===== config.mk =====
export PLATFORM = sky130hd
export DESIGN_NAME = ppu_reg_block
export DESIGN_NICKNAME = d
export VERILOG_FILES = /design/src/logic/ppu_bus_pkg.sv /design/src/logic/ppu_pixel_pkg.sv /design/src/logic/ppu_reg_block.sv
export VERILOG_INCLUDE_DIRS = /design/src /design/src/logic
export SDC_FILE = /design/constraint.sdc
export NUM_CORES = 1
export LEC_CHECK = 0
export BUFFER_PORTS_ARGS = -buffer_cell sky130_fd_sc_hd__buf_2
export CAP_MARGIN = 10
export CORE_MARGIN = 2
export CORE_UTILIZATION = 51
export CTS_CLUSTER_DIAMETER = 100
export DETAILED_ROUTE_END_ITERATION = 12
export GPL_TIMING_DRIVEN = 0
export PLACE_DENSITY = 0.85
export SLEW_MARGIN = 20
export SYNTH_ARGS = -nofsm -noshare
export SYNTH_HDL_FRONTEND = slang
export SYNTH_SLANG_ARGS = --single-unit

===== constraint.sdc =====
create_clock -name clk -period 2.72 [get_ports clk]
set_clock_uncertainty 0.15 [all_clocks]
set_input_delay 0.136 -clock clk [delete_from_list [all_inputs] [get_ports clk]]
set_output_delay 0.136 -clock clk [all_outputs]
set_load 0.005 [all_outputs]

===== src/logic/ppu_consts.svh =====
`ifndef PPU_CONSTS_SVH
`define PPU_CONSTS_SVH

// Visible screen area in pixels
`define PPU_SCREEN_WIDTH  160
`define PPU_SCREEN_HEIGHT 144

// Entries per pixel FIFO
`define PPU_FIFO_DEPTH 16

// Frame memory index width, enough for 160 x 144 entries
`define PPU_FB_ADDR_W 15

// Host bus widths
`define PPU_WB_ADDR_W 16
`define PPU_WB_DATA_W 8

// Bus addresses from here up hit the register file,
// everything below reads frame memory
`define PPU_REG_BASE 16'h8000

`endif


===== src/logic/ppu_bus_pkg.sv =====
`include "ppu_consts.svh"

package ppu_bus_pkg;

  typedef logic [`PPU_WB_ADDR_W-1:0] wb_addr_t;
  typedef logic [`PPU_WB_DATA_W-1:0] wb_data_t;

  // Master to slave half of a Wishbone classic cycle
  typedef struct packed {
    logic     cyc;
    logic     stb;
    logic     we;
    wb_addr_t adr;
    wb_data_t dat_w;
  } wb_req_t;

  typedef struct packed {
    logic     ack;
    wb_data_t dat_r;
  } wb_rsp_t;

  // Rendering registers seen by the pixel path
  typedef struct packed {
    logic [7:0] lcdc;
    logic [7:0] scx;
    logic [7:0] bgp;
    logic [7:0] obp0;
    logic [7:0] obp1;
  } ppu_regs_t;

  // Register offsets relative to the register base
  typedef enum wb_addr_t {
    REG_LCDC = 16'h0000,
    REG_SCX  = 16'h0001,
    REG_BGP  = 16'h0002,
    REG_OBP0 = 16'h0003,
    REG_OBP1 = 16'h0004
  } reg_addr_e;

endpackage


===== src/logic/ppu_pixel_pkg.sv =====
`include "ppu_consts.svh"

package ppu_pixel_pkg;

  // Color index as it comes out of the fetcher, before any palette
  typedef logic [1:0] color_id_t;

  // Shade after palette mapping, 0 is lightest
  typedef logic [1:0] shade_t;

  // Linear frame memory index, y * width + x
  typedef logic [`PPU_FB_ADDR_W-1:0] fb_addr_t;

  typedef logic [7:0] screen_coord_t;

  typedef struct packed {
    color_id_t color;
  } bg_entry_t;

  typedef struct packed {
    color_id_t color;
    logic      dmg_palette;  // 0 picks OBP0, 1 picks OBP1
    logic      bg_prio;      // 1 hides behind non-zero background
  } obj_entry_t;

  typedef struct packed {
    logic     en;
    fb_addr_t addr;
    shade_t   shade;
  } fb_write_t;

endpackage


===== src/logic/ppu_reg_block.sv =====
`timescale 1ns/1ps

`include "ppu_consts.svh"

module ppu_reg_block
  import ppu_pixel_pkg::*;
  import ppu_bus_pkg::*;
(
  input  logic      clk,
  input  logic      reset,
  input  wb_req_t   wb_req,
  output wb_rsp_t   wb_rsp,
  output ppu_regs_t regs,
  output fb_addr_t  fb_rd_addr,
  input  shade_t    fb_rd_shade
);

  logic     ack;
  logic     access;
  logic     is_reg;
  wb_addr_t reg_off;
  wb_data_t reg_rdata;

  // First cycle of a cycle/strobe pair, ack is high on the second
  assign access = wb_req.cyc && wb_req.stb && !ack;

  assign is_reg  = (wb_req.adr >= wb_addr_t'(`PPU_REG_BASE));
  assign reg_off = wb_req.adr - wb_addr_t'(`PPU_REG_BASE);

  // Frame memory sees the address straight away, its registered
  // output then lines up with the ack cycle
  assign fb_rd_addr = wb_req.adr[`PPU_FB_ADDR_W-1:0];

  always_ff @(posedge clk or posedge reset) begin
    if (reset) begin
      ack <= 1'b0;
    end else begin
      ack <= access;
    end
  end

  always_ff @(posedge clk or posedge reset) begin
    if (reset) begin
      regs <= '0;
    end else if (access && wb_req.we && is_reg) begin
      case (reg_off)
        REG_LCDC: regs.lcdc <= wb_req.dat_w;
        REG_SCX:  regs.scx  <= wb_req.dat_w;
        REG_BGP:  regs.bgp  <= wb_req.dat_w;
        REG_OBP0: regs.obp0 <= wb_req.dat_w;
        REG_OBP1: regs.obp1 <= wb_req.dat_w;
        default: ;
      endcase
    end
  end

  // Unused offsets read as zero
  always_comb begin
    case (reg_off)
      REG_LCDC: reg_rdata = regs.lcdc;
      REG_SCX:  reg_rdata = regs.scx;
      REG_BGP:  reg_rdata = regs.bgp;
      REG_OBP0: reg_rdata = regs.obp0;
      REG_OBP1: reg_rdata = regs.obp1;
      default:  reg_rdata = '0;
    endcase
  end

  assign wb_rsp.ack   = ack;
  assign wb_rsp.dat_r = is_reg ? reg_rdata : wb_data_t'(fb_rd_shade);

endmodule


=== After elaboration in Yosys (flattened, before gate mapping) ===
Cells that the tools add are included.

* Register bits after elaboration: 41
* Input bits: 31
* Output and inout port bits: 64
* Logic and storage cells: 25

* Add/subtract/negate cells: 1
* Magnitude comparators: 1
* Equality and inequality tests: 4
* Muxes and demuxes: 2
* Reduce and logical (&&, ||, !) cells: 11

{| class="wikitable"
|+ Operators with widths
! operator !! number
|-
| $pmux W8 S5 || 1
|-
| $eq A16 B2 Y1 const B || 2
|-
| $eq A16 B1 Y1 const B || 1
|-
| $eq A16 B3 Y1 const B || 1
|-
| $ge A16 B16 Y1 const B || 1
|-
| $logic_not A16 Y1 || 1
|-
| $sub A16 B16 Y16 const B || 1
|-
| $reduce_and A2 Y1 || 5
|-
| $mux W8 || 1
|-
| $logic_and A1 B1 Y1 || 4
|-
| $logic_not A1 Y1 || 1
|}

=== Logic depth before layout (Yosys ltp) ===
* Depth in word-level cells: 5
* Gate-level depth with buffers: 5
* Gate-level depth less buffers: 4

=== Worst setup path before layout ===
Ideal clock, no wire load.

* Kind: register to register
* Start: reg ack
* End: reg regs[16] in the netlist's numbering
* Library setup time: 125 ps
* Arrival: 1377 ps
* Required time: 2445 ps
* Slack: 1068 ps
* Cell stages (with the launch flop): 6
* Buffers on the path: 1
* Clock period less this slack: 1652 ps
* Cell sequence: dfrtp_1 -> and3b_1 -> and3_1 -> buf_2 -> nand3_2 -> mux2_2

* Cells in the longest elaborated chain, start to end: 5

{| class="wikitable"
|+ RTL lines
! what !! RTL line !! source
|-
| start: declaration || ppu_reg_block.sv:18 || <nowiki>logic ack;</nowiki>
|-
| start signal: assignment || ppu_reg_block.sv:38 || <nowiki>ack <= access;</nowiki>
|-
| $logic_not A1 Y1 || ppu_reg_block.sv:25 || <nowiki>assign access = wb_req.cyc && wb_req.stb && !ack;</nowiki>
|-
| $logic_and A1 B1 Y1 || ppu_reg_block.sv:25 ||
|-
| net access || ppu_reg_block.sv:19 || <nowiki>logic access;</nowiki>
|-
| $logic_and A1 B1 Y1 (2 in series) || ppu_reg_block.sv:45 || <nowiki>end else if (access && wb_req.we && is_reg) begin</nowiki>
|-
| $reduce_and A2 Y1 (no line) || - ||
|-
| end: declaration || ppu_reg_block.sv:13 || <nowiki>output ppu_regs_t regs,</nowiki>
|}

The timed path passes the listed nets, and every way through them passes these cells.
A chain may end at the register's enable or synchronous reset.

=== Worst setup path in the final report ===
* Start: in wb_req[26] in the netlist's numbering
* End: reg regs[21] in the netlist's numbering

* Cells in the longest elaborated chain, start to end: 5

{| class="wikitable"
|+ RTL lines
! what !! RTL line !! source
|-
| start: declaration || ppu_reg_block.sv:11 || <nowiki>input wb_req_t wb_req,</nowiki>
|-
| $logic_and A1 B1 Y1 (2 in series) || ppu_reg_block.sv:25 ||
|-
| net access || ppu_reg_block.sv:19 ||
|-
| $logic_and A1 B1 Y1 (2 in series) || ppu_reg_block.sv:45 ||
|-
| $reduce_and A2 Y1 (no line) || - ||
|}

The timed path passes the listed nets, and every way through them passes these cells.

==> results by stage <==
Layout:
- The repair_antennas step left the layout with diodes totalling 0.
- The fill cell instance count of the final layout is 306.
- The fraction of final layout cells sized beyond drive strength 1 is 63.41%.
- The growth of design area from synthesis to finish is 34.10%.
- The net count reported at finish is 306.

Detailed routing:
- The average routed wire per standard cell is 16.81 um.
- The count of antenna-violating nets left after detailed routing is 0.
- The average vias per placed instance is 5.491.
- Wires add up to 5.479 mm.
- The number of optimization iterations in the first detailed-route pass is 4.
- The number of design rule violations left after detail routing is 0.
- The initial DRC count is 83.
- Summing over every cut layer, the via total after detailed routing is 1790.

Clock tree:
- The count of clock tree sinks is 41.
- The later pin in the worst-skew pair is clocked with a latency of 0.29 ns.
- The clock transition at the register clock pins on the worst setup and hold paths after CTS is 0.07 ns.
- The number of buffers between clock root and the deepest sink is 2.
- TritonCTS built the clock tree.
- The clock tree synthesis step divided the H-tree into 2 levels.
- Post-CTS timing repair inserted 0 buffers for setup.
- Hold repair after CTS inserted 10 buffers.
- Gates resized during post-CTS repair numbered 0.
- The tree is rooted in a sky130_fd_sc_hd__clkbuf_8.
- In this run, CTS created clock tree buffers numbering 5.

Synth:
- Counting flops and latches in the post-synthesis netlist gives 41.
- The number of nets handed over by synthesis was 197.
- The number of standard cells after synthesis is 166.
- Counting instances in the post-synthesis netlist gives the leading cell types as 41 x sky130_fd_sc_hd__dfrtp_1, 40 x sky130_fd_sc_hd__mux2_2, 18 x sky130_fd_sc_hd__buf_4.
- The number of distinct standard cells referenced by the synthesized netlist is 29.
- Of all cell types, the one taking the most synthesized area is sky130_fd_sc_hd__dfrtp_1.
- The main flop type after synthesis is sky130_fd_sc_hd__dfrtp_1.
- By instance count, the leading cell after synthesis is sky130_fd_sc_hd__dfrtp_1.
- The fraction of registers with async set/reset is 100.0%.
- Sequential elements use 47.32% of the synthesized area.
- The netlist area before placement is 0.002168 mm2.
- The number of warnings printed during yosys synthesis is 0.
- Counting flops with a built-in enable in the synthesized netlist gives 0.
- The post-synthesis average cell area is 13.06 um2.
- In this run the biggest area consumer among cell types represents 47.32% of the synthesized area.
- Yosys attributes the largest share of cell area to sky130_fd_sc_hd__dfrtp_1 47%, sky130_fd_sc_hd__mux2_2 21%, sky130_fd_sc_hd__buf_4 6.2%.

Pwr:
- The maximum vdd ir drop is 0.0003695 V.
- Dividing total power by cell area gives a power density of 402.7 mW/mm2.
- The leakage power figure is 1.579 nW.

Global routing:
- The fraction of met1 tracks used by global routing is 30.11%.
- For met2 alone, demand over resource in global routing was 41.99%.
- The number of global-route vias before repair came to 1833.
- For this run the aggregate overflow at the end of global routing stands at 0.
- Entering global routing, the biggest net connects 27 pins.
- The busiest layer in global routing is met2.
- The first global-routing pass estimated 9.163 mm of wire.
- For met3 alone, demand over resource in global routing was 7.122%.
- The number of antenna violations at the first check in global routing is 0.
- For this run, the total global-route usage over all layers was measured as 24.16%.

Job:
- Max-cap violations in this run came to 0.

Timing:
- Across all setup checks in the final design, the least slack found is 0.7746 ns.
- Setup repair after global routing left no endpoint under its margin.
- The final hold violation count came to 0.
- The worst-case headroom to the max-slew limit is 56.11%.
- The slew of the pin with the lowest slew margin is 0.6556 ns.
- The number of pins exceeding their max-slew limit in the final report came to 0.
- The shortest period the worst path allows is 1.945 ns.
- The fmax is 0.5140 GHz.
- For the final routed database, the setup TNS stands at 0 ns.
- The final period utilization is 71.52%.
- Setup violations remaining at the end of the flow were counted as 0.

Worst setup path:
- The slack of the worst reg-to-reg path is 0.80 ns.
- The worst setup path is launched from a primary input.
- The worst endpoint required time is 2.75 ns.
- Grouping stages by cell kind, the critical path spends the most delay in buffers and inverters.
- The cell that appears most often on the critical path is sky130_fd_sc_hd__buf_2.
- Traced cell by cell, the critical path runs through dlygate4sd3_1 > buf_2 > and3b_1 > and3_1 > buf_2 > nand3_2 > mux2_2.
- STA classifies the critical path endpoint as a flop.
- Of all nets on the critical path, the largest fanout is 8.
- Together, buffers and inverters on the worst path number 3.
- Data on the critical path arrives at its endpoint at 1.97 ns.
- In this design, the stage delay of the slowest critical-path cell is 0.53 ns.
- Among all stages on the critical path, the largest delay is contributed by sky130_fd_sc_hd__dlygate4sd3_1.
- By startpoint and endpoint, the worst setup path is classified as in2reg.

Floorplan:
- The die span in y is 69.21 um.
- The area of the placeable core is 0.004058 mm2.
- Pin placement for this block handled 95 I/O pins.
- The total die area is 0.004789 mm2.
- The overall die width is 69.21 um.
- The starting utilization of the core area is 53.44%.
- The floorplan has 23 rows.

Place:
- The pre-CTS setup slack is 0.5519 ns.
- The weighted congestion reported at the end of routability-driven placement is 0.7391.
- Detailed placement ended at an HPWL of 4.041 mm.
- The number of port buffers is 91.

Min path:
- The type of the tightest min-delay check is in2reg.

Outcome:
- The run finished with clean final reports.
final cells by class:
class / instances / area (um2) / area share [%]
clock inverters: 1 / 5.005 / 0.1721
inverters: 3 / 11.26 / 0.3873
plain buffers: 22 / 161.4 / 5.551
multi-input cells: 100 / 969.7 / 33.35
well taps: 50 / 62.56 / 2.151
clock buffers: 7 / 96.34 / 3.313
flip-flops and latches: 41 / 1026 / 35.28
repair buffers: 102 / 575.6 / 19.79
placed cells by master, fill, tap and decap left out:
master                          synthesis  final
sky130_fd_sc_hd__buf_2                  3     94
sky130_fd_sc_hd__dfrtp_1               41     41
sky130_fd_sc_hd__mux2_2                40     40
sky130_fd_sc_hd__buf_4                 18     18
sky130_fd_sc_hd__nand2_1               10     10
sky130_fd_sc_hd__dlygate4sd3_1          0     10
sky130_fd_sc_hd__a22oi_1                9      9
sky130_fd_sc_hd__clkbuf_8               0      7
sky130_fd_sc_hd__a31oi_1                6      6
sky130_fd_sc_hd__mux2_1                 4      4
sky130_fd_sc_hd__nor4_1                 3      3
sky130_fd_sc_hd__nand3_4                3      3
sky130_fd_sc_hd__nor2b_1                3      3
sky130_fd_sc_hd__nor4b_4                2      2
sky130_fd_sc_hd__and3_1                 2      2
sky130_fd_sc_hd__nor4b_2                2      2
sky130_fd_sc_hd__nand3_1                2      2
sky130_fd_sc_hd__or3_1                  2      2
sky130_fd_sc_hd__inv_1                  3      2
sky130_fd_sc_hd__o22ai_1                2      2
sky130_fd_sc_hd__buf_6                  1      1
sky130_fd_sc_hd__and3b_1                1      1
sky130_fd_sc_hd__nor4_4                 1      1
sky130_fd_sc_hd__nor2_4                 1      1
sky130_fd_sc_hd__and4bb_2               1      1
sky130_fd_sc_hd__mux4_2                 1      1
sky130_fd_sc_hd__nor2_1                 1      1
sky130_fd_sc_hd__mux2i_1                1      1
sky130_fd_sc_hd__a22o_1                 1      1
sky130_fd_sc_hd__a211oi_1               1      1
sky130_fd_sc_hd__inv_2                  0      1
sky130_fd_sc_hd__nand3_2                1      1
sky130_fd_sc_hd__clkinv_2               0      1
sky130_fd_sc_hd__buf_12                 0      1
worst register-to-register path, delay by kind of cell (launching register included):
kind	cells	cell delay [ns]
AND/OR/NAND/NOR	3	0.70
buffers and inverters	1	0.20
multiplexers	1	0.37
flip-flops	1	0.38
report_power, final:
group / total (mW) / switching [mW] / internal (mW)
clock network: 0.436 / 0.207 / 0.229
logic: 0.125 / 0.0611 / 0.0636
registers: 0.610 / 0.000352 / 0.610
total: 1.17 / 0.268 / 0.903
logic make-up (layout without fill, tap and decap cells):
| group | after synthesis | after routing | share of synthesized area (%) |
|---|---|---|---|
| multiplexers | 46 | 46 | 24.35 |
| flip-flops | 41 | 41 | 47.32 |
| AND/OR/NAND/NOR | 35 | 35 | 14.20 |
| buffers and inverters | 25 | 135 | 7.963 |
| AO/OA/AOI/OAI | 19 | 19 | 6.174 |
flip-flops by register name, summed over array words and instances (netlist names):
| signal | cells |
|---|---|
| regs | 40 |
| ack | 1 |
stage by stage:
step           power (mW)  cells  area, um2  utilization [%]  hold slack (ns)
2_1_floorplan      0.6807    166       2168                -           0.1177
3_3_place_gp       0.7316    307       2686            66.20           0.2587
3_5_place_dp       0.7376    308       2706            66.70         -0.02235
4_1_cts             1.180    326       2908            71.66         0.006102
5_1_grt             1.222    326       2908            71.66          0.03021
6_report            1.171    326       2908            71.66          0.01249
worst paths after layout:
kind,start,cells after the start,endpoint
max in group asynchronous,reset,4,regs[12]
worst max register to register,ack,5,regs[21]
worst min-delay path,wb_req[25],2,ack
worst min register to register,regs[29],1,regs[29]
min in group asynchronous,reset,3,regs[15]
worst max-delay path,wb_req[26],7,regs[21]
layer usage:
layer | up-vias | share of wire [%]
met5 | - | 0
met4 | 0 | 0.80
li1 | 819 | -
met1 | 880 | 40
met2 | 85 | 50
met3 | 6 | 8.3
Power figures use the tool's default switching activity.
