==> config.mk <==
export PLATFORM = sky130hd
export DESIGN_NAME = pixel_fifo
export DESIGN_NICKNAME = d
export VERILOG_FILES = /design/src/logic/pixel_fifo.sv
export VERILOG_INCLUDE_DIRS = /design/src /design/src/logic
export SDC_FILE = /design/constraint.sdc
export NUM_CORES = 1
export LEC_CHECK = 0
export BUFFER_PORTS_ARGS = -buffer_cell sky130_fd_sc_hd__buf_2
export CORE_MARGIN = 2
export CORE_UTILIZATION = 65
export DETAILED_ROUTE_END_ITERATION = 12
export PLACE_DENSITY = 0.9
export SYNTH_ARGS = -nofsm -noshare
export SYNTH_HDL_FRONTEND = slang
export SYNTH_SLANG_ARGS = --single-unit
export TNS_END_PERCENT = 10
==> constraint.sdc <==
create_clock -name clk -period 8.35 [get_ports clk]
set_input_delay 0 -clock clk [delete_from_list [all_inputs] [get_ports clk]]
set_output_delay 0 -clock clk [all_outputs]
set_load 0.02 [all_outputs]
==> src/logic/ppu_consts.svh <==
`ifndef PPU_CONSTS_SVH
`define PPU_CONSTS_SVH

// Visible screen area in pixels
`define PPU_SCREEN_WIDTH  160
`define PPU_SCREEN_HEIGHT 144

// Entries per pixel FIFO
`define PPU_FIFO_DEPTH 16

// Frame memory index width, enough for 160 x 144 entries
`define PPU_FB_ADDR_W 15

// Host bus widths
`define PPU_WB_ADDR_W 16
`define PPU_WB_DATA_W 8

// Bus addresses from here up hit the register file,
// everything below reads frame memory
`define PPU_REG_BASE 16'h8000

`endif

==> src/logic/pixel_fifo.sv <==
`timescale 1ns/1ps

`include "ppu_consts.svh"

module pixel_fifo #(
  parameter type entry_t = logic [1:0],
  parameter int  DEPTH   = `PPU_FIFO_DEPTH
) (
  input  logic   clk,
  input  logic   reset,
  input  logic   push,
  input  entry_t push_data,
  input  logic   pop,
  output entry_t head,
  output logic   empty,
  output logic   full
);

  localparam int PTR_W = $clog2(DEPTH);
  localparam int CNT_W = $clog2(DEPTH + 1);

  entry_t mem [DEPTH];

  logic [PTR_W-1:0] rd_ptr;
  logic [PTR_W-1:0] wr_ptr;
  logic [CNT_W-1:0] count;
  logic             do_push;
  logic             do_pop;

  assign empty = (count == '0);
  assign full  = (count == CNT_W'(DEPTH));

  // A full FIFO still takes a push when the head leaves in the same cycle
  assign do_pop  = pop && !empty;
  assign do_push = push && (!full || do_pop);

  assign head = mem[rd_ptr];

  always_ff @(posedge clk) begin
    if (do_push) begin
      mem[wr_ptr] <= push_data;
    end
  end

  always_ff @(posedge clk or posedge reset) begin
    if (reset) begin
      rd_ptr <= '0;
      wr_ptr <= '0;
      count  <= '0;
    end else begin
      if (do_push) begin
        wr_ptr <= (wr_ptr == PTR_W'(DEPTH - 1)) ? '0 : wr_ptr + 1'b1;
      end
      if (do_pop) begin
        rd_ptr <= (rd_ptr == PTR_W'(DEPTH - 1)) ? '0 : rd_ptr + 1'b1;
      end
      if (do_push && !do_pop) begin
        count <= count + 1'b1;
      end else if (do_pop && !do_push) begin
        count <= count - 1'b1;
      end
    end
  end

endmodule

; ---- Word level (Yosys, flattened, before mapping)
; Memory sizes are Yosys's and may differ from the RTL's.
; Index checks and enable logic that the tools add are counted.
; Widths: inputs -> output; s select.
[totals]
mem_count = 1
ramBits = 32
wordCells = 28
output_inout_bits = 4
input_bits = 6
reg_bits = 13
[op_classes]
reduce_logical = 11
addsub = 4
n_eq_ne = 3
mux = 6
[mem_list]
columns = name, depth, width, read_ports, rd_ports_with_merged_regs, write_ports, line_no
row1 = mem, 16, 2, 1, 0, 1, pixel_fifo.sv:22  ; entry_t mem [DEPTH];
[ops]
columns = op, count
row1 = $mux 5, 2
row2 = $add 4x1->4 const B, 2
row3 = $eq 4x4->1 const B, 2
row4 = $mux 4, 2
row5 = $add 5x1->5 const B, 1
row6 = $eq 5x5->1 const B, 1
row7 = $logic_not 5->1, 1
row8 = $sub 5x1->5 const B, 1
row9 = $logic_and 1x1->1, 4
row10 = $logic_not 1->1, 4
row11 = $mux 1, 2
row12 = $reduce_bool 2->1, 1
row13 = $logic_or 1x1->1, 1

; ---- Longest topological paths before layout
; Gate-level depths: netlist of run 1.
[depth]
ltp_word = 9
mapped_depth = 11
depth_no_buf = 11

; ---- Least setup slack after synthesis of run 1
; No wires, ideal clock.
[synth_path]
kind = register to register
from = register count[0]
to = register count[4]
n_path_buf = 0
setup_slack_ns = 5.611
setup_ns = 0.126
arrival_time_ns = 2.613
synth_period_minus_slack_ns = 2.739
t_required_ns = 8.224
path_stages_with_launch = 10
path_cell_list = dfrtp_1 > or4_4 > o21ai_4 > ha_1 > inv_1 > ha_1 > nor2b_1 > o21a_1 > o211a_1 > a311o_1
[synth_via]
elab_chain_len = 8
word_cells_on_any_way = 16
classes_between = add/sub (2) / eq/ne (1) / mux (2) / reduce/logical (11)
[synth_lines]
columns = element, line_no
row1 = "start, declared", pixel_fifo.sv:26  ; logic [CNT_W-1:0] count;
row2 = "start signal, assigned", pixel_fifo.sv:58  ; count <= count + 1'b1;
row3 = "start signal, assigned", pixel_fifo.sv:60  ; count <= count - 1'b1;
row4 = branches (longest 8 deep; another with $sub 5x1->5), -
; Several ways; the timed one is not identified. The select of a mux whose other input is x is not followed.
; A chain may end at the register's enable or synchronous reset.

; ---- Worst setup path in the final report of run 1
[layout_path]
from = register count[0]
to = register count[4]
[layout_via]
elab_chain_len = 8
word_cells_on_any_way = 16
classes_between = add/sub (2) / eq/ne (1) / mux (2) / reduce/logical (11)
[layout_lines]
columns = element, line_no
row1 = $logic_not 5->1, pixel_fifo.sv:30  ; assign empty = (count == '0);
row2 = $logic_not 1->1, pixel_fifo.sv:34  ; assign do_pop = pop && !empty;
row3 = $logic_and 1x1->1, pixel_fifo.sv:34
row4 = $logic_or 1x1->1 *, pixel_fifo.sv:35  ; assign do_push = push && (!full || do_pop);
row5 = $logic_and 1x1->1 *, pixel_fifo.sv:35
row6 = named net do_push, pixel_fifo.sv:27  ; logic do_push;
row7 = $logic_not 1->1, pixel_fifo.sv:59  ; end else if (do_pop && !do_push) begin
row8 = $logic_and 1x1->1, pixel_fifo.sv:59
row9 = $reduce_bool 2->1 (no line), -
; The timed path passes the listed nets; every way through them passes the cells marked *. The select of a mux whose other input is x is not followed.

==> run_results.csv, run 1 <==
group,metric,value,unit
cts,clk_pin_slew_worst_paths,0.12,ns
job,max-cap-violations,0,
sta,rsz0062_at_grt,"false",
global_routing,overflow,0,
cts,cts_tree,"done",
sta,holdWs,0.0279,ns
floorplanning,initial_core_util,0.696,
cts,clock_path_buffers,2,
sta,clock_skew,0.00855,ns
setup_path,required,8.60,ns
sta,setup_ws,5.26,ns
setup_path,path_class,"register to register",
sta,setup_viol,0,
floorplanning,die_y,61.6,um
global_routing,grt_max_degree,17,
setup_path,crit_fanout,6,
yosys,synth_area,2160,sq um
yosys,synth-seq-cells,45,
yosys,async_flop_share,0.289,
cts,cts_buffers,5,
detailed_routing,wl,3860,um
sta,maxSlewHeadroom,0.588,
cts,htree_num_levels,2,
global_routing,grt_pass1_vias,1336,
sta,finalHoldViolCount,0,
yosys,synth.net_count,173,
placement,port_buffers,9,
placement,post-place-ws,5.34,ns
setup_path,cp-end-kind,"register",
yosys,syn_area_per_cell,13.8,sq um
pwr,p_per_area,328,nW/um^2
sta,maxSlewViolCount,0,
final_layout,final_core_util,0.741,
setup_path,crit_arrival,3.34,ns
floorplanning,coreArea,3100,sq um
yosys,synth_cells,156,
detailed_routing,route.detailed.drc,0,
detailed_routing,wl_met3,223,um
final_layout,syn_to_final_growth,6.43,%
yosys,synth_edf_count,32,
final_layout,diodes,0,
cts,cts_sinks,45,
placement,routabilityCongestion,0.905,
outcome,run_status,"finished clean",
yosys,ys_seq_area_frac,0.596,
yosys,synth_cell_type_count,37,
detailed_routing,wire_per_inst,18.1,um
final_layout,layout.nets,185,
detailed_routing,routed_via_density,6.18,
setup_path,cp-start-kind,"register",
yosys,ys.flop_type,"edfxtp_1",
placement,dpl.hpwl,2770,um
detailed_routing,drt-met1-wl,1640,um
floorplanning,io_pins,10,
global_routing,antenna_found_initial,0,
cts,cts.repair.resized,0,
sta,layout_worst_path_cycle_share,0.370,
sta,worst_pin_slew,0.619,ns
detailed_routing,first_pass_iters,4,
min_path,worst_hold_path_type,"primary input to register",
global_routing,groute.usage.overall,0.237,
cts,clk_latency,0.35,ns
pwr,vdd_ir_drop_max,207,uV
pwr,power_leakage,0.867,nW
global_routing,grt_pass1_wl,6170,um
sta,fin_crit,3.09,ns
detailed_routing,route.met2.wl,1920,um
detailed_routing,drtIter0Drc,77,
floorplanning,die_w,61.6,um
floorplanning,rows,20,
sta,max_freq,0.324,GHz
detailed_routing,ant_nets,0,
yosys,yosysWarnings,0,
cts,root_buffer,"clkbuf_4",
sta,finalSetupTns,0,ns
placement,placed_cell_area,2230,sq um
floorplanning,die-area,3800,sq um
detailed_routing,vias,1316,
final_layout,drive_gt1_frac,0.166,
detailed_routing,highest_layer,"met4",
final_layout,design_area,2300,sq um
## cells by family (layout without fill, tap and decap cells)
kind of cell | count (synthesis) | in the layout | synth area share
compound gates | 21 | 21 | 0.0718
mux | 14 | 14 | 0.115
simple gates | 45 | 45 | 0.0991
flops | 45 | 45 | 0.596
fa+ha+maj | 11 | 11 | 0.0672
xor+xnor | 5 | 5 | 0.0203
buf+inv | 15 | 28 | 0.0313
## per-layer routing
metal / up-vias / track usage
met2: 53 / 0.370
met3: 8 / 0.0525
li1: 612 / -
met1: 643 / 0.309
met4: 0 / 0.131
met5: - / 0
## cell type report
class | count | area [sq um]
multi-input combinational | 96 | 806
inverter | 9 | 33.8
sequential | 45 | 1290
clock inverter | 1 | 7.51
timing repair buffer | 11 | 65.1
clock buffer | 7 | 45.0
fill | 202 | 805
tap | 44 | 55.1
## registers in the layout, indices dropped and copies added, names as in the netlist
register / cells
mem: 32
rd_ptr: 4
wr_ptr: 4
count: 5
## cell usage in the layout (no fill, tap or decap), drive strengths merged, types with 2 or more instances in the layout
cell and n:
buf 9, o21ai 6, a21o 2, dfrtp 13, nor2b 3, mux2 3
nor3 10, nor2 12, clkbuf 7, mux2i 3, edfxtp 32, mux4 8
xor2 2, inv 9, ha 10, and2 2, a211oi 2, dlygate4sd3 2
nand2 10, a21oi 3, xnor2 3, nand3 5
## worst paths after layout
kind | start | endpoint | slack [ns] | cells past startpoint
max in group asynchronous | reset | rd_ptr[1] | 7.81 | 3
max reg2reg | count[0] | count[4] | 5.26 | 11
max | count[0] | count[4] | 5.26 | 11
min reg2reg | count[0] | count[0] | 0.56 | 1
min | push_data[0] | mem[12][0] | 0.03 | 1
min in group asynchronous | reset | wr_ptr[3] | 0.20 | 3
## where the power goes
| group | total (mW) | switching, mW | internal, mW |
|---|---|---|---|
| logic | 0.292 | 0.149 | 0.143 |
| clock network | 0.0985 | 0.0652 | 0.0333 |
| registers | 0.364 | 0.0776 | 0.286 |
| total | 0.755 | 0.292 | 0.463 |
## cell usage after synthesis, types with 5 or more instances
| cell | instances | area [sq um] |
|---|---|---|
| inv_1 | 9 | 33.8 |
| nor2_1 | 12 | 45.0 |
| nand3_1 | 5 | 25.0 |
| nor3_1 | 10 | 50.1 |
| ha_1 | 10 | 125 |
| dfrtp_1 | 13 | 325 |
| mux4_2 | 8 | 180 |
| o21ai_0 | 5 | 25.0 |
| edfxtp_1 | 32 | 961 |
| nand2_1 | 10 | 37.5 |
## metrics by stage
step | instances | power, mW
after floorplan | 156 | 0.586
after CTS | 213 | 0.758
after global routing | 213 | 0.803
final | 213 | 0.755
after global placement | 203 | 0.632
after detailed placement | 203 | 0.657
## worst max-delay path, stage by stage (launching register included)
cell and delay [ns]:
dfrtp_1 0.45, nor4_1 0.35, nand3b_1 0.27, nand2_1 0.24
inv_1 0.08, ha_1 0.26, inv_1 0.19, ha_1 0.28
nor2b_1 0.15, o21a_1 0.21, o211a_1 0.22, a311o_1 0.31
## what timing repair did
item                                   CTS  global route
endpoints found under the hold margin   14             0
hold buffers                             2             0
buffers inserted                         0             0
Power figures use the tool's default switching activity.
==> run 2: changes to the inputs <==
--- a/config.mk
+++ b/config.mk
@@ -8,9 +8,9 @@
 export LEC_CHECK = 0
 export BUFFER_PORTS_ARGS = -buffer_cell sky130_fd_sc_hd__buf_2
 export CORE_MARGIN = 2
-export CORE_UTILIZATION = 65
+export CORE_UTILIZATION = 54
 export DETAILED_ROUTE_END_ITERATION = 12
-export PLACE_DENSITY = 0.9
+export PLACE_DENSITY = 0.8
 export SYNTH_ARGS = -nofsm -noshare
 export SYNTH_HDL_FRONTEND = slang
 export SYNTH_SLANG_ARGS = --single-unit
==> constraint.sdc (replaced) <==
create_clock -name clk -period 2.5 [get_ports clk]
set_input_delay 0 -clock clk [delete_from_list [all_inputs] [get_ports clk]]
set_output_delay 0 -clock clk [all_outputs]
set_load 0.02 [all_outputs]
==> run 2 against run 1 <==
Against the previous run: the flow now finishes with violations (setup timing); setup slack lost 5.3 ns; via count grew 3.5%; hold slack gained 0.069 ns; sequential power grew to 3.2 times the previous value; sequential share of layout area shrank 4.3 points; final cell count grew 8.5%; first-iteration DRC count grew 13%.
==> run_results.csv, run 2 (synthesis gave the netlist of run 1 again) <==
group,metric,value,unit
global_routing,antenna_found_initial,0,
min_path,worst_hold_path_type,"primary input to register",
detailed_routing,wl,3830,um
final_layout,syn_to_final_growth,15.3,%
cts,clock_path_buffers,2,
sta,finalSetupTns,-0.0468,ns
setup_path,cp-start-kind,"register",
placement,dpl.hpwl,2760,um
placement,post-place-ws,-0.0917,ns
sta,setup_ws,-0.0468,ns
sta,worst_pin_slew,0.564,ns
pwr,finalPower,2.78,mW
sta,maxSlewHeadroom,0.624,
sta,clock_skew,0.00654,ns
final_layout,design_area,2490,sq um
final_layout,drive_gt1_frac,0.284,
floorplanning,die-area,4520,sq um
global_routing,overflow,0,
detailed_routing,routed_via_density,5.90,
cts,cts_tree,"done",
setup_path,cp-end-kind,"register",
floorplanning,rows,22,
sta,fin_crit,2.55,ns
cts,htree_num_levels,2,
floorplanning,io_pins,10,
setup_path,path_class,"register to register",
floorplanning,initial_core_util,0.577,
setup_path,crit_top_cell,"ha_4",
sta,finalHoldViolCount,0,
final_layout,layout.nets,199,
placement,dp.cells,215,
global_routing,grt_max_degree,17,
final_layout,final_cells,231,
cts,clk_pin_slew_worst_paths,0.08,ns
min_path,hold_depth,1,
outcome,run_status,"finished with violations",
setup_path,crit_chain,"or4_4, o21ai_4, ha_4, inv_4, ha_4, nor2b_2, o21a_1, o211a_1, a311o_1",
setup_path,cp_slowest_cell,"or4_4",
floorplanning,coreArea,3740,sq um
floorplanning,die_y,67.2,um
setup_path,r2r_cells,9,
final_layout,largest_register_ffs,32,
cts,root_buffer,"clkbuf_8",
cts,cts_sinks,45,
detailed_routing,route.detailed.drc,0,
sta,maxSlewViolCount,0,
pwr,power_leakage,0.956,nW
global_routing,groute.usage.overall,0.193,
placement,placed_cell_area,2320,sq um
sta,layout_worst_path_cycle_share,1.02,
final_layout,diodes,0,
setup_path,crit_fanout,4,
sta,setup_viol,1,
pwr,vdd_ir_drop_max,792,uV
placement,routabilityCongestion,0.823,
cts,cts_buffers,5,
final_layout,top_regs,"mem x32, count x5",
outcome,violations,"setup timing",
detailed_routing,wire_per_inst,16.6,um
job,max-cap-violations,0,
sta,rsz0062_at_grt,"true",
sta,max_freq,0.393,GHz
min_path,hold_path_end,"mem[12][0]",
setup_path,critPathBufInv,1,
global_routing,grt_pass1_vias,1347,
setup_path,r2r-start,"count[0]",
floorplanning,die_w,67.2,um
setup_path,rrSetupSlack,-0.05,ns
detailed_routing,ant_nets,0,
setup_path,crit_arrival,2.72,ns
cts,clk_latency,0.29,ns
global_routing,grt_pass1_wl,6330,um
setup_path,r2r_end,"count[4]",
final_layout,final_common_cell,"edfxtp_1",
min_path,worstHoldStart,"push_data[0]",
pwr,p_per_area,1120,nW/um^2
final_layout,regMostFlops,"mem",
placement,port_buffers,9,
setup_path,slowest_delay,0.52,ns
detailed_routing,drtIter0Drc,87,
final_layout,layout_common_cells,"edfxtp_1 (32), buf_4 (15), dfrtp_1 (13)",
setup_path,path_delay_family,"compound AO/OA/AOI/OAI gates",
setup_path,required,2.68,ns
detailed_routing,first_pass_iters,4,
detailed_routing,vias,1362,
-- run 2: cell count changes in the layout (fill, tap and decap cells not counted), moves of 2 or more --
cell      delta
ha_1         -2
inv_1        -2
clkbuf_8     +5
ha_4         +2
buf_4       +15
clkbuf_1     -2
clkbuf_4     -5
-- run 2: layout make-up --
class                   instances  area, sq um
clock inverters                 3         17.5
flip-flops and latches         45         1290
clock buffers                   5         68.8
multi-input cells              96          853
repair buffers                 25          168
inverters                       9         36.3
fillers                       284         1250
well taps                      48         60.1
-- run 2: worst max path at each step --
stage	from	to	slack, ns	depth (start not counted)
after floorplan	count[3]	count[4]	-0.06	9
after global placement	count[3]	count[4]	0.02	9
after detailed placement	count[3]	count[4]	-0.09	9
after CTS	count[1]	count[4]	-0.009	9
after global routing	count[2]	count[4]	-0.16	11
final	count[0]	count[4]	-0.05	9
-- run 2: per-layer routing --
layer / track usage / wire length [um] / vias to the layer above
li1: - / - / 635
met1: 0.249 / 1570 / 672
met2: 0.327 / 1940 / 48
met3: 0.0533 / 271 / 7
met4: 0.0459 / 44 / 0
met5: 0 / 0 / -
-- run 2: per-stage QoR --
stage	hold slack, ns	utilization
2_1_floorplan	-0.123	-
3_3_place_gp	0.0637	0.619
3_5_place_dp	0.0865	0.619
4_1_cts	0.0977	0.655
5_1_grt	0.0895	0.665
6_report	0.0968	0.665
-- run 2: report_power, final --
group	switching (mW)	internal, mW	leakage (nW)
logic	0.581	0.601	0.465
registers	0.216	0.958	0.445
clock network	0.229	0.193	0.0455
total	1.03	1.75	0.956
-- run 2: worst reg2reg max path: stages (launching register included) --
cell and delay (ns):
dfrtp_1 0.43, or4_4 0.52, o21ai_4 0.17, ha_4 0.19
inv_4 0.05, ha_4 0.21, nor2b_2 0.15, o21a_1 0.22
o211a_1 0.23, a311o_1 0.27
-- run 2: timing repair --
action                                  in CTS  in global routing
hold buffers                                 1                  0
setup buffers                                4                  3
endpoints found under the setup margin       1                  1
resized for setup                            1                  5
hold endpoints to repair                    13                  0
pin swaps                                    5                  4
