$ cat config.mk
export PLATFORM = sky130hd
export DESIGN_NAME = framebuffer
export DESIGN_NICKNAME = d
export VERILOG_FILES = /design/src/logic/ppu_bus_pkg.sv /design/src/logic/ppu_pixel_pkg.sv /design/src/logic/framebuffer.sv
export VERILOG_INCLUDE_DIRS = /design/src /design/src/logic
export SDC_FILE = /design/constraint.sdc
export NUM_CORES = 1
export LEC_CHECK = 0
export BUFFER_PORTS_ARGS = -buffer_cell sky130_fd_sc_hd__buf_4
export CORE_UTILIZATION = 44
export CTS_BUF_LIST = sky130_fd_sc_hd__clkbuf_2 sky130_fd_sc_hd__clkbuf_4 sky130_fd_sc_hd__clkbuf_8
export DETAILED_ROUTE_END_ITERATION = 8
export GPL_ROUTABILITY_DRIVEN = 0
export PLACE_DENSITY = 0.89
export SETUP_SLACK_MARGIN = 0.5
export SLEW_MARGIN = 10
export SYNTH_ARGS = -nofsm -noshare
export SYNTH_HDL_FRONTEND = slang
export SYNTH_SLANG_ARGS = --single-unit
$ cat constraint.sdc
create_clock -name clk -period 2.3 [get_ports clk]
set_input_delay 0.345 -clock clk [delete_from_list [all_inputs] [get_ports clk]]
set_output_delay 0.345 -clock clk [all_outputs]
set_load 0.1 [all_outputs]
$ cat src/logic/ppu_consts.svh
`ifndef PPU_CONSTS_SVH
`define PPU_CONSTS_SVH

// Visible screen area in pixels
`define PPU_SCREEN_WIDTH  160
`define PPU_SCREEN_HEIGHT 144

// Entries per pixel FIFO
`define PPU_FIFO_DEPTH 16

// Frame memory index width, enough for 160 x 144 entries
`define PPU_FB_ADDR_W 15

// Host bus widths
`define PPU_WB_ADDR_W 16
`define PPU_WB_DATA_W 8

// Bus addresses from here up hit the register file,
// everything below reads frame memory
`define PPU_REG_BASE 16'h8000

`endif

$ cat src/logic/ppu_bus_pkg.sv
`include "ppu_consts.svh"

package ppu_bus_pkg;

  typedef logic [`PPU_WB_ADDR_W-1:0] wb_addr_t;
  typedef logic [`PPU_WB_DATA_W-1:0] wb_data_t;

  // Master to slave half of a Wishbone classic cycle
  typedef struct packed {
    logic     cyc;
    logic     stb;
    logic     we;
    wb_addr_t adr;
    wb_data_t dat_w;
  } wb_req_t;

  typedef struct packed {
    logic     ack;
    wb_data_t dat_r;
  } wb_rsp_t;

  // Rendering registers seen by the pixel path
  typedef struct packed {
    logic [7:0] lcdc;
    logic [7:0] scx;
    logic [7:0] bgp;
    logic [7:0] obp0;
    logic [7:0] obp1;
  } ppu_regs_t;

  // Register offsets relative to the register base
  typedef enum wb_addr_t {
    REG_LCDC = 16'h0000,
    REG_SCX  = 16'h0001,
    REG_BGP  = 16'h0002,
    REG_OBP0 = 16'h0003,
    REG_OBP1 = 16'h0004
  } reg_addr_e;

endpackage

$ cat src/logic/ppu_pixel_pkg.sv
`include "ppu_consts.svh"

package ppu_pixel_pkg;

  // Color index as it comes out of the fetcher, before any palette
  typedef logic [1:0] color_id_t;

  // Shade after palette mapping, 0 is lightest
  typedef logic [1:0] shade_t;

  // Linear frame memory index, y * width + x
  typedef logic [`PPU_FB_ADDR_W-1:0] fb_addr_t;

  typedef logic [7:0] screen_coord_t;

  typedef struct packed {
    color_id_t color;
  } bg_entry_t;

  typedef struct packed {
    color_id_t color;
    logic      dmg_palette;  // 0 picks OBP0, 1 picks OBP1
    logic      bg_prio;      // 1 hides behind non-zero background
  } obj_entry_t;

  typedef struct packed {
    logic     en;
    fb_addr_t addr;
    shade_t   shade;
  } fb_write_t;

endpackage

$ cat src/logic/framebuffer.sv
`timescale 1ns/1ps

`include "ppu_consts.svh"

module framebuffer
  import ppu_pixel_pkg::*;
  import ppu_bus_pkg::*;
(
  input  logic          clk,
  input  logic          reset,
  input  logic          pixel_transfer_en,
  input  logic          stall,
  input  logic          flush,
  input  ppu_regs_t     regs,
  input  logic          bg_empty,
  input  bg_entry_t     bg_head,
  output logic          bg_pop,
  input  logic          obj_empty,
  input  obj_entry_t    obj_head,
  output logic          obj_pop,
  output fb_write_t     fb_write,
  output screen_coord_t pixel_x,
  output logic          line_done,
  output logic          frame_done
);

  screen_coord_t x_screen;
  screen_coord_t y_screen;
  logic [2:0]    discard_count;
  logic          consume;
  logic          store;
  logic          obj_wins;
  color_id_t     bg_color;
  color_id_t     obj_color;
  shade_t        bg_shade;
  shade_t        obj_shade;

  // Shade lives at bits 2*id+1 : 2*id of the palette byte
  function automatic shade_t map_palette(color_id_t id, logic [7:0] palette);
    return palette[{id, 1'b0} +: 2];
  endfunction

  // Flush has the cycle to itself, no pixel leaves the FIFOs then
  assign consume = pixel_transfer_en && !bg_empty && !stall && !flush;
  assign store   = consume && (discard_count == 3'd0);

  assign bg_pop  = consume;
  assign obj_pop = consume && !obj_empty;

  // LCDC bit 0 blanks the background, bit 1 hides objects
  assign bg_color  = regs.lcdc[0] ? bg_head.color : color_id_t'(0);
  assign obj_color = regs.lcdc[1] ? obj_head.color : color_id_t'(0);

  assign bg_shade  = map_palette(bg_color, regs.bgp);
  assign obj_shade = map_palette(obj_color, obj_head.dmg_palette ? regs.obp1 : regs.obp0);

  assign obj_wins = !obj_empty && (obj_color != color_id_t'(0)) &&
                    (!obj_head.bg_prio || (bg_color == color_id_t'(0)));

  assign fb_write.en    = store;
  assign fb_write.addr  = fb_addr_t'(y_screen) * fb_addr_t'(`PPU_SCREEN_WIDTH) +
                          fb_addr_t'(x_screen);
  assign fb_write.shade = obj_wins ? obj_shade : bg_shade;

  assign pixel_x = x_screen;

  always_ff @(posedge clk or posedge reset) begin
    if (reset) begin
      x_screen      <= '0;
      y_screen      <= '0;
      discard_count <= '0;
      line_done     <= 1'b0;
      frame_done    <= 1'b0;
    end else begin
      line_done  <= 1'b0;
      frame_done <= 1'b0;
      if (flush) begin
        x_screen      <= '0;
        // Fine scroll, only SCX mod 8 pixels get dropped
        discard_count <= regs.scx[2:0];
      end else if (consume) begin
        if (discard_count != 3'd0) begin
          discard_count <= discard_count - 3'd1;
        end else if (x_screen == screen_coord_t'(`PPU_SCREEN_WIDTH - 1)) begin
          x_screen  <= '0;
          line_done <= 1'b1;
          if (y_screen == screen_coord_t'(`PPU_SCREEN_HEIGHT - 1)) begin
            y_screen   <= '0;
            frame_done <= 1'b1;
          end else begin
            y_screen <= y_screen + 1'b1;
          end
        end else begin
          x_screen <= x_screen + 1'b1;
        end
      end
    end
  end

endmodule

* After elaboration in Yosys (flattened, before gate mapping) *
Cells that the tools add are included.

word-level totals
  bits in registers = 21
  input port bits = 53
  output and inout bits = 30
  logic and storage cells = 60

cells by class
  add/sub/neg operators = 4
  multipliers = 1
  equality and inequality tests = 3
  shift operators = 2
  multiplexer cells = 21
  bitwise logic cells = 2
  reductions and logical operators = 22

operator list
  kind                    count
  $mux W8                 6
  $add A8 B1 Y8 const B   2
  $eq A8 B8 Y1 const B    2
  $shiftx A8 B4 Y2        2
  $add A15 B8 Y15         1
  $mul A8 B3 Y10 const B  1
  $mux W1                 9
  $mux W3                 3
  $logic_and A1 B1 Y1     7
  $mux W2                 3
  $reduce_bool A2 Y1      3
  $logic_not A1 Y1        5
  $reduce_and A2 Y1       2
  $reduce_and A4 Y1       1
  $logic_not A3 Y1        1
  $reduce_bool A3 Y1      1
  $sub A3 B1 Y3 const B   1
  $logic_not A2 Y1        1
  $ne A2 B2 Y1 const B    1
  $not A1 Y1              2
  $logic_or A1 B1 Y1      1

* Logic depth before layout (Yosys ltp) *
Gate-level depths: netlist (run 1).

  depth after elaboration = 6
  depth in mapped cells = 9

* Least setup slack after synthesis (run 1) *
OpenSTA, ideal clock, no wires.

  kind = reg-to-output
  start point = register x_screen[5], in the netlist pixel_x[5]
  end point = output port fb_write[15] (netlist bit)
  data arrival time = 3.744 ns
  required time = 1.955 ns
  slack = -1.789 ns
  cell stages (with the launch flop) = 9
  buffers on the path = 0
  cell sequence = dfrtp_1 -> ha_1 -> inv_1 -> fa_1 -> nor2b_1 -> o2111ai_1 -> inv_1 -> nand3_1 -> xnor2_1

RTL lines
  what                    line               RTL
  start, declared         framebuffer.sv:27  screen_coord_t x_screen;
  start signal, assigned  framebuffer.sv:94  x_screen <= x_screen + 1'b1;
  end, declared           framebuffer.sv:21  output fb_write_t fb_write,

==> results.yml, run 1 <==
critical_path:
  ff2ff_setup_slack_ns: 0.06
  crit_fanout: 3
  crit_path_end_kind: "primary output"
  cp-start-kind: "register"
  path_class: "register to primary output"
  cp-startpoint: "y_screen[2]"
  crit_cells: 9
  worstPathRequired_ns: 1.96
  cpPeakStageDelay_ns: 0.45
  r2r-start: "pixel_x[5]"
  rr_worst_depth: 8
  r2r_end: "pixel_x[7]"
  critical_path_arrival_ns: 2.85
  crit_buf_inv: 2
  crit_family: "adder cells"
  setup.worst_path.end: "fb_write[16]"
  cp_slowest_cell: "dfrtp_1"
  path_cells: "ha_1 > ha_4 > fa_2 > buf_4 > xor2_2 > nor3b_4 > nand4_1 > xnor2_4 > buf_12"
synth:
  yosysMostFrequentCell: "dfrtp_1"
  synthFlopType: "dfrtp_1"
  synth_top_cell_area_share_pct: 28.4
  synth_cells: 209
  synth_common_cells: "21 x dfrtp_1, 19 x ha_1, 19 x nand2_1, 19 x nor2_1, 17 x o21ai_0"
  synth_area_leader_cell: "dfrtp_1"
  avgSynthCellArea_um2: 8.86
  yosysWarningCount: 0
  synth_cell_types: 46
  seq_area_frac_synth_pct: 28.4
  syn-num-nets: 283
  async_flop_share_pct: 100
  synth_edf_count: 0
  synth-seq-cells: 21
  syn_area_mm2: 0.00185
  netlist_top_cells_area: "dfrtp_1 28%, ha_1 13%, xnor2_1 7.1%"
cts:
  numCtsBuffers: 3
  cts_tree: "done"
  ctsHoldBuffers: 0
  clk_pin_slew_worst_paths_ns: 0.08
  clkSinkCount: 21
  clk_latency_ns: 0.28
  clock_path_buffers: 2
  clockRootBuffer: "clkbuf_8"
  htreeDepth: 1
cells_and_area:
  num-nets-final: 405
  final_cells: 380
  fin_util_pct: 92.5
  area_growth_pct: 101
  diodes: 0
  fill_cells: 133
  drive_above_1_share_pct: 63.3
timing:
  finalMaxSlewViolations: 0
  skew_ns: 0.00519
  timing.final.ws_setup_ns: -0.899
  setup_tns_ns: -4.54
  post-route-period-util_pct: 139
  slew-limit-headroom_pct: 43.1
  fmax_mhz: 313
  worstMarginPinSlew_ns: 0.852
  rsz0062_at_grt: "true"
  period_minus_slack_ns: 3.20
  hold_viol: 0
  setup_viol: 7
place:
  dp.cells: 347
  dp_hpwl_um: 4160
  place_ws_ns: -0.648
  port_buffers: 67
global_routing:
  met1_usage_pct: 32.4
  grt_overflow_total: 0
  grt_pass1_wl_um: 10600
  grt.met2_usage_pct: 63.9
  antenna_found_initial: 0
  grt_busiest_layer: "met2"
  grt_usage_pct: 32.5
  grt_use_met3_pct: 5.31
  grt_pass1_vias: 2273
  grt_max_degree: 22
route:
  detail-route-antenna-nets: 0
  dr.pass1.iters: 5
  routedWlPerCell_um: 22.9
  routed-via-count: 2345
  wl_um: 8720
  vias_per_cell: 6.17
  drc: 0
  initialDrtViolationCount: 171
floorplanning:
  fp-row-count: 23
  dieArea_mm2: 0.00447
  core_area_mm2: 0.00403
  boundaryPins: 83
  die_y_um: 66.9
  initial_utilization_pct: 46.0
  die_width_um: 66.9
outcome:
  violations: "setup timing"
  status: "finished with violations"
power:
  fin_total_pwr_uw: 1010
  p_leak_uw: 0.00180
  ir_worst_vdd_mv: 0.343
  power_density_mw_per_mm2: 270
worst_hold_path:
  hold_class: "input port to async pin"
job:
  max-cap-violations: 0
## flip-flops by register name, summed over array words and instances, names as in the netlist
| register | flops |
|---|---|
| pixel_x | 8 |
| y_screen | 8 |
| discard_count | 3 |
| frame_done | 1 |
| line_done | 1 |
## worst register-to-register path: stages, from the launching register on
cell	delay, ns
dfrtp_4	0.50
buf_6	0.15
or4bb_4	0.53
buf_6	0.13
buf_6	0.11
o2111ai_4	0.26
a31oi_1	0.12
o21ai_1	0.21
o31ai_1	0.11
## what timing repair did
item / CTS / global route
buffers inserted: 15 / 14
endpoints found under the setup margin: 26 / 28
resized for setup: 84 / 31
pin swaps: 25 / 14
## final cells by class
cell class,count,area [um2],share of cell area [%]
clock buffer,4,48.8,1.31
multi-input combinational,164,1770,47.4
sequential,21,548,14.7
inverter,14,72.6,1.95
tap,50,62.6,1.68
timing repair buffer,127,1230,33.0
## worst min-delay path by stage
stage | to | slack [ns] | cells past startpoint
after CTS | y_screen[7] | 0.27 | 2
after global placement | discard_count[1] | 0.54 | 2
after detailed placement | y_screen[7] | 0.55 | 2
after global routing | frame_done | 0.28 | 2
after floorplan | discard_count[0] | 0.32 | 1
final | frame_done | 0.24 | 2
## cell usage in the layout, fill, tap and decap left out, types with 3 or more instances in the layout
cell type	instances
buf_4	89
buf_6	21
nand2_1	15
buf_12	14
nor2_1	13
dfrtp_1	13
ha_1	11
inv_1	10
ha_4	8
o21ai_2	7
xnor2_4	7
nand3_1	6
o21ai_0	6
mux2i_1	5
nor2_4	5
dfrtp_4	5
xnor2_1	4
nand4_1	4
nand2_4	4
xnor2_2	4
o21ai_1	4
a31oi_1	4
and3_1	3
xor2_1	3
a21oi_1	3
nor2b_1	3
clkbuf_8	3
buf_8	3
dfrtp_2	3
## metal layers
metal / routed length (um) / vias to the layer above
met5: 0 / -
li1: - / 974
met4: 582 / 0
met1: 2910 / 1125
met2: 4640 / 181
met3: 581 / 65
## report_power, final
part,switching [uW],total [uW],internal (uW)
Combinational,193,350,157
Sequential,6.81,383,377
Clock,138,274,136
Total,338,1010,670
## stage by stage
step	instance area (um2)	hold WS [ns]
floorplan	2210	0.321
global placement	2940	0.539
detailed placement	2940	0.549
CTS	3480	0.270
global route	3730	0.284
finish	3730	0.242
## cells by family after synthesis
logic type	synth area share [%]
AOI/OAI and AO/OA	15.1
xor gates and xnor gates	9.46
adders and majority gates	15.0
buffers and inverters	6.55
DFF	28.4
muxes	6.22
and+or+nand+nor	19.3
Power figures use the tool's default switching activity.
==> inputs of run 2 (changes only) <==
CORE_UTILIZATION = 45   (was 44)
PLACE_DENSITY = 0.88   (was 0.89)
clock period = 3.2 ns   (was 2.3 ns; I/O delays follow)
==> run 2 against run 1 <==
Compared with the run above: core utilization is 17 points lower; final cell count decreased by 12%; sequential power shrank 28%; via count down 23%; critical path type unchanged; sequential share of layout area is 4.0 points higher; combinational power down 51%; the run still ends with setup timing left; highest routed layer unchanged; first-iteration DRC count decreased by 77%; largest power group unchanged; global-route usage down 11 points.
==> results.yml, run 2 (synthesis gave the netlist of run 1 again) <==
outcome:
  status: "finished with violations"
  violations: "setup timing"
route:
  detail-route-antenna-nets: 0
  wl_um: 4440
  vias_per_cell: 5.38
  drc: 0
  routedWlPerCell_um: 13.3
  routed-via-count: 1796
  dr.pass1.iters: 4
  initialDrtViolationCount: 39
power:
  power_density_mw_per_mm2: 217
  ir_worst_vdd_mv: 0.388
  fin_total_pwr_uw: 626
  p_leak_uw: 0.00138
global_routing:
  antenna_found_initial: 0
  grt_usage_pct: 21.8
  grt_max_degree: 22
  grt_pass1_wl_um: 7460
  grt_pass1_vias: 1723
  grt_overflow_total: 0
place:
  dp.cells: 323
  place_ws_ns: 0.127
  dp_hpwl_um: 3500
  port_buffers: 67
timing:
  finalMaxSlewViolations: 0
  hold_viol: 0
  period_minus_slack_ns: 3.20
  setup_tns_ns: -0.000884
  worstMarginPinSlew_ns: 0.768
  setup_viol: 1
  slew-limit-headroom_pct: 48.8
  fmax_mhz: 312
  skew_ns: 0.000613
  rsz0062_at_grt: "true"
  timing.final.ws_setup_ns: -0.000884
  post-route-period-util_pct: 100
  holdWs_ns: 0.359
critical_path:
  rr_worst_depth: 7
  ff2ff_setup_slack_ns: 1.02
  cp-startpoint: "y_screen[2]"
  path_class: "register to primary output"
  r2r_end: "y_screen[3]"
  worstPathRequired_ns: 2.72
  critical_path_arrival_ns: 2.72
  cp-start-kind: "register"
  crit_path_end_kind: "primary output"
  crit_fanout: 3
  r2r-start: "pixel_x[0]"
cts:
  numCtsBuffers: 3
  clockRootBuffer: "clkbuf_8"
  clk_latency_ns: 0.26
  clk_pin_slew_worst_paths_ns: 0.07
  htreeDepth: 1
  ctsHoldBuffers: 0
  clkSinkCount: 21
  cts_tree: "done"
  clock_path_buffers: 2
floorplanning:
  fp-row-count: 22
  initial_utilization_pct: 48.7
  core_area_mm2: 0.00380
  boundaryPins: 83
  die_width_um: 66.2
  dieArea_mm2: 0.00438
  die_y_um: 66.2
cells_and_area:
  layout_commonest_cell: "buf_4"
  most-common-layout-cells: "75 x buf_4, 19 x nand2_1, 16 x nor2_1, 16 x o21ai_0, 14 x dfrtp_1"
  num-nets-final: 361
  diodes: 0
  fill_cells: 255
  drive_above_1_share_pct: 46.2
  final_cells: 334
  area_growth_pct: 55.7
worst_hold_path:
  hold_class: "input port to async pin"
job:
  max-cap-violations: 0
[run 2: critical path: stages, from the launching register on]
cell and delay (ns):
dfrtp_2 0.44, ha_4 0.26, ha_1 0.29, a211o_1 0.34, a2111oi_2 0.28, nand3b_1 0.18
nand4_1 0.22, xnor2_4 0.25, buf_12 0.19
[run 2: how the worst max path moves through the flow]
| stage | to | slack (ns) | depth (start not counted) |
|---|---|---|---|
| global placement | fb_write[16] | 0.18 | 9 |
| global route | fb_write[14] | -0.13 | 9 |
| detailed placement | fb_write[16] | 0.13 | 8 |
| CTS | fb_write[16] | 0.008 | 9 |
| floorplan | fb_write[16] | -0.05 | 8 |
| finish | fb_write[16] | -0.0009 | 8 |
[run 2: area by class of cell]
class / count / area [um2] / area share, %
clock buffers: 4 / 48.8 / 1.69
inverters: 14 / 53.8 / 1.87
multi-input cells: 164 / 1470 / 51.1
flip-flops and latches: 21 / 539 / 18.7
well taps: 48 / 60.1 / 2.08
repair buffers: 83 / 709 / 24.6
[run 2: where the power goes]
part	switching, uW	total [uW]	internal (uW)
clock network	83.2	180	97.1
logic	100	171	71.4
registers	3.21	274	271
total	186	626	439
[run 2: per-stage QoR]
| stage | instance area (um2) | utilization [%] |
|---|---|---|
| after global routing | 2880 | 75.9 |
| after CTS | 2820 | 74.2 |
| after global placement | 2640 | 69.4 |
| after floorplan | 2070 | - |
| final | 2880 | 75.9 |
| after detailed placement | 2640 | 69.4 |
[run 2: repair_timing]
item / 4_1_cts / 5_1_grt
resized for setup: 22 / 9
setup endpoints to repair: 6 / 7
pin swaps: 5 / 4
buffers inserted: 5 / 2
hold endpoints to repair: 0 / 0
[run 2: routing by layer]
metal	vias to the layer above	share of wire, %	track usage [%]
li1	892	-	-
met1	843	42	25.4
met2	57	53	42.2
met3	4	4.6	1.38
met4	0	0.92	6.12
met5	-	0	0
==> inputs of run 3 (changes only) <==
RECOVER_POWER = 25   (was default)
==> run 3 against run 2 <==
Compared with the run above: the run still ends with setup timing left; flip-flop and latch count is the same; worst setup slack is the same; via count is the same; sequential power is essentially flat; wire length is the same; largest power group unchanged; critical path depth is the same; design area is the same; hold slack is essentially flat; sequential share of layout area is the same.
==> results.yml, run 3 (synthesis gave the netlist of run 1 again) <==
floorplanning:
  die_width_um: 66.2
  core_area_mm2: 0.00380
  initial_utilization_pct: 48.7
  die_y_um: 66.2
  dieArea_mm2: 0.00438
  fp-row-count: 22
  boundaryPins: 83
cells_and_area:
  diodes: 0
  final_cells: 334
  layout_commonest_cell: "buf_4"
  fin_util_pct: 75.9
  drive_above_1_share_pct: 46.2
  most-common-layout-cells: "74 x buf_4, 19 x nand2_1, 16 x nor2_1, 16 x o21ai_0, 14 x dfrtp_1"
  area_growth_pct: 55.7
  num-nets-final: 361
place:
  dp_hpwl_um: 3500
  dp.cells: 323
  port_buffers: 67
route:
  routed-via-count: 1796
  routedWlPerCell_um: 13.3
  initialDrtViolationCount: 39
  drc: 0
  wl_um: 4440
  dr.pass1.iters: 4
  vias_per_cell: 5.38
  detail-route-antenna-nets: 0
timing:
  holdWs_ns: 0.360
  hold_viol: 0
  timing.final.ws_setup_ns: -0.000884
  worstMarginPinSlew_ns: 0.768
  skew_ns: 0.000613
  post-route-period-util_pct: 100
  period_minus_slack_ns: 3.20
  rsz0062_at_grt: "true"
  setup_viol: 1
  finalMaxSlewViolations: 0
  slew-limit-headroom_pct: 48.8
  fmax_mhz: 312
global_routing:
  antenna_found_initial: 0
  grt_overflow_total: 0
  grt_pass1_vias: 1723
  grt_pass1_wl_um: 7460
  grt_usage_pct: 21.8
  grt_max_degree: 22
critical_path:
  crit_fanout: 3
  r2r-start: "pixel_x[0]"
  cpPeakStageDelay_ns: 0.44
  rr_worst_depth: 7
  cp-startpoint: "y_screen[2]"
  crit_buf_inv: 1
  crit_cells: 8
  crit_family: "compound AO/OA/AOI/OAI gates"
  path_class: "register to primary output"
  cp_slowest_cell: "dfrtp_2"
  worstPathRequired_ns: 2.72
  cp-start-kind: "register"
  critical_path_arrival_ns: 2.72
  path_cells: "ha_4 > ha_1 > a211o_1 > a2111oi_2 > nand3b_1 > nand4_1 > xnor2_4 > buf_12"
  crit_path_end_kind: "primary output"
power:
  power_frac_clock_pct: 28.8
  power_density_mw_per_mm2: 217
  seq_power_share_pct: 43.8
  comb_power_share_pct: 27.4
  switching_power_uw: 186
  internal-power_uw: 439
  switching_share_pct: 29.8
  p_leak_uw: 0.00138
  ir_worst_vdd_mv: 0.387
outcome:
  violations: "setup timing"
  status: "finished with violations"
cts:
  clk_pin_slew_worst_paths_ns: 0.07
  clock_path_buffers: 2
  clockRootBuffer: "clkbuf_8"
  ctsHoldBuffers: 0
  cts_tree: "done"
  numCtsBuffers: 3
  clkSinkCount: 21
  clk_latency_ns: 0.26
  htreeDepth: 1
worst_hold_path:
  hold_class: "input port to async pin"
job:
  max-cap-violations: 0
-- run 3: routing by layer --
metal	routed length, um	part of all wire (%)	vias up	track usage, %
li1	-	-	892	-
met1	1850	42	843	25.4
met2	2350	53	57	42.2
met3	201	4.5	4	1.38
met4	41	0.92	0	6.12
met5	0	0	-	0
-- run 3: power groups by stage --
stage / Clock, uW / Combinational [uW] / Sequential (uW)
2_1_floorplan: 0 / 106 / 282
3_5_place_dp: 0 / 168 / 279
3_3_place_gp: 0 / 165 / 279
4_1_cts: 180 / 171 / 274
5_1_grt: 193 / 185 / 275
6_report: 180 / 171 / 274
-- run 3: per-stage QoR --
stage | power, uW | area [um2] | worst slack (ns) | TNS [ns]
after floorplan | 387 | 2070 | -0.0532 | -0.0532
after global placement | 444 | 2640 | 0.181 | 0
after detailed placement | 447 | 2640 | 0.127 | 0
after CTS | 625 | 2820 | 0.00777 | 0
after global routing | 653 | 2880 | -0.133 | -0.306
final | 626 | 2880 | -0.000884 | -0.000884
-- run 3: area by class of cell --
class / count / area [um2]
Sequential cell: 21 / 539
Clock buffer: 4 / 48.8
Tap cell: 48 / 60.1
Multi-Input combinational cell: 164 / 1470
Inverter: 14 / 53.8
Timing Repair Buffer: 83 / 709
Fill cell: 255 / 915
-- run 3: final timing paths --
path,to,slack [ns]
setup reg to reg,y_screen[3],1.02
setup / recovery,fb_write[16],-0.0009
hold / removal,frame_done,0.36
hold reg to reg,pixel_x[7],0.54
max in group asynchronous,pixel_x[6],2.28
min in group clk,discard_count[0],0.43
-- run 3: repair_timing --
item                                    4_1_cts  5_1_grt
setup buffers                                 5        2
resized for setup                            22        9
pin swaps                                     5        4
endpoints found under the setup margin        6        7
-- run 3: worst register-to-register path: stages, from the launching register on --
cell and delay [ns]:
dfrtp_2 0.42, ha_1 0.24, or4bb_1 0.52, or4_4 0.50, clkinv_2 0.14, o21ai_0 0.09
nand2_1 0.08, o21ai_0 0.07
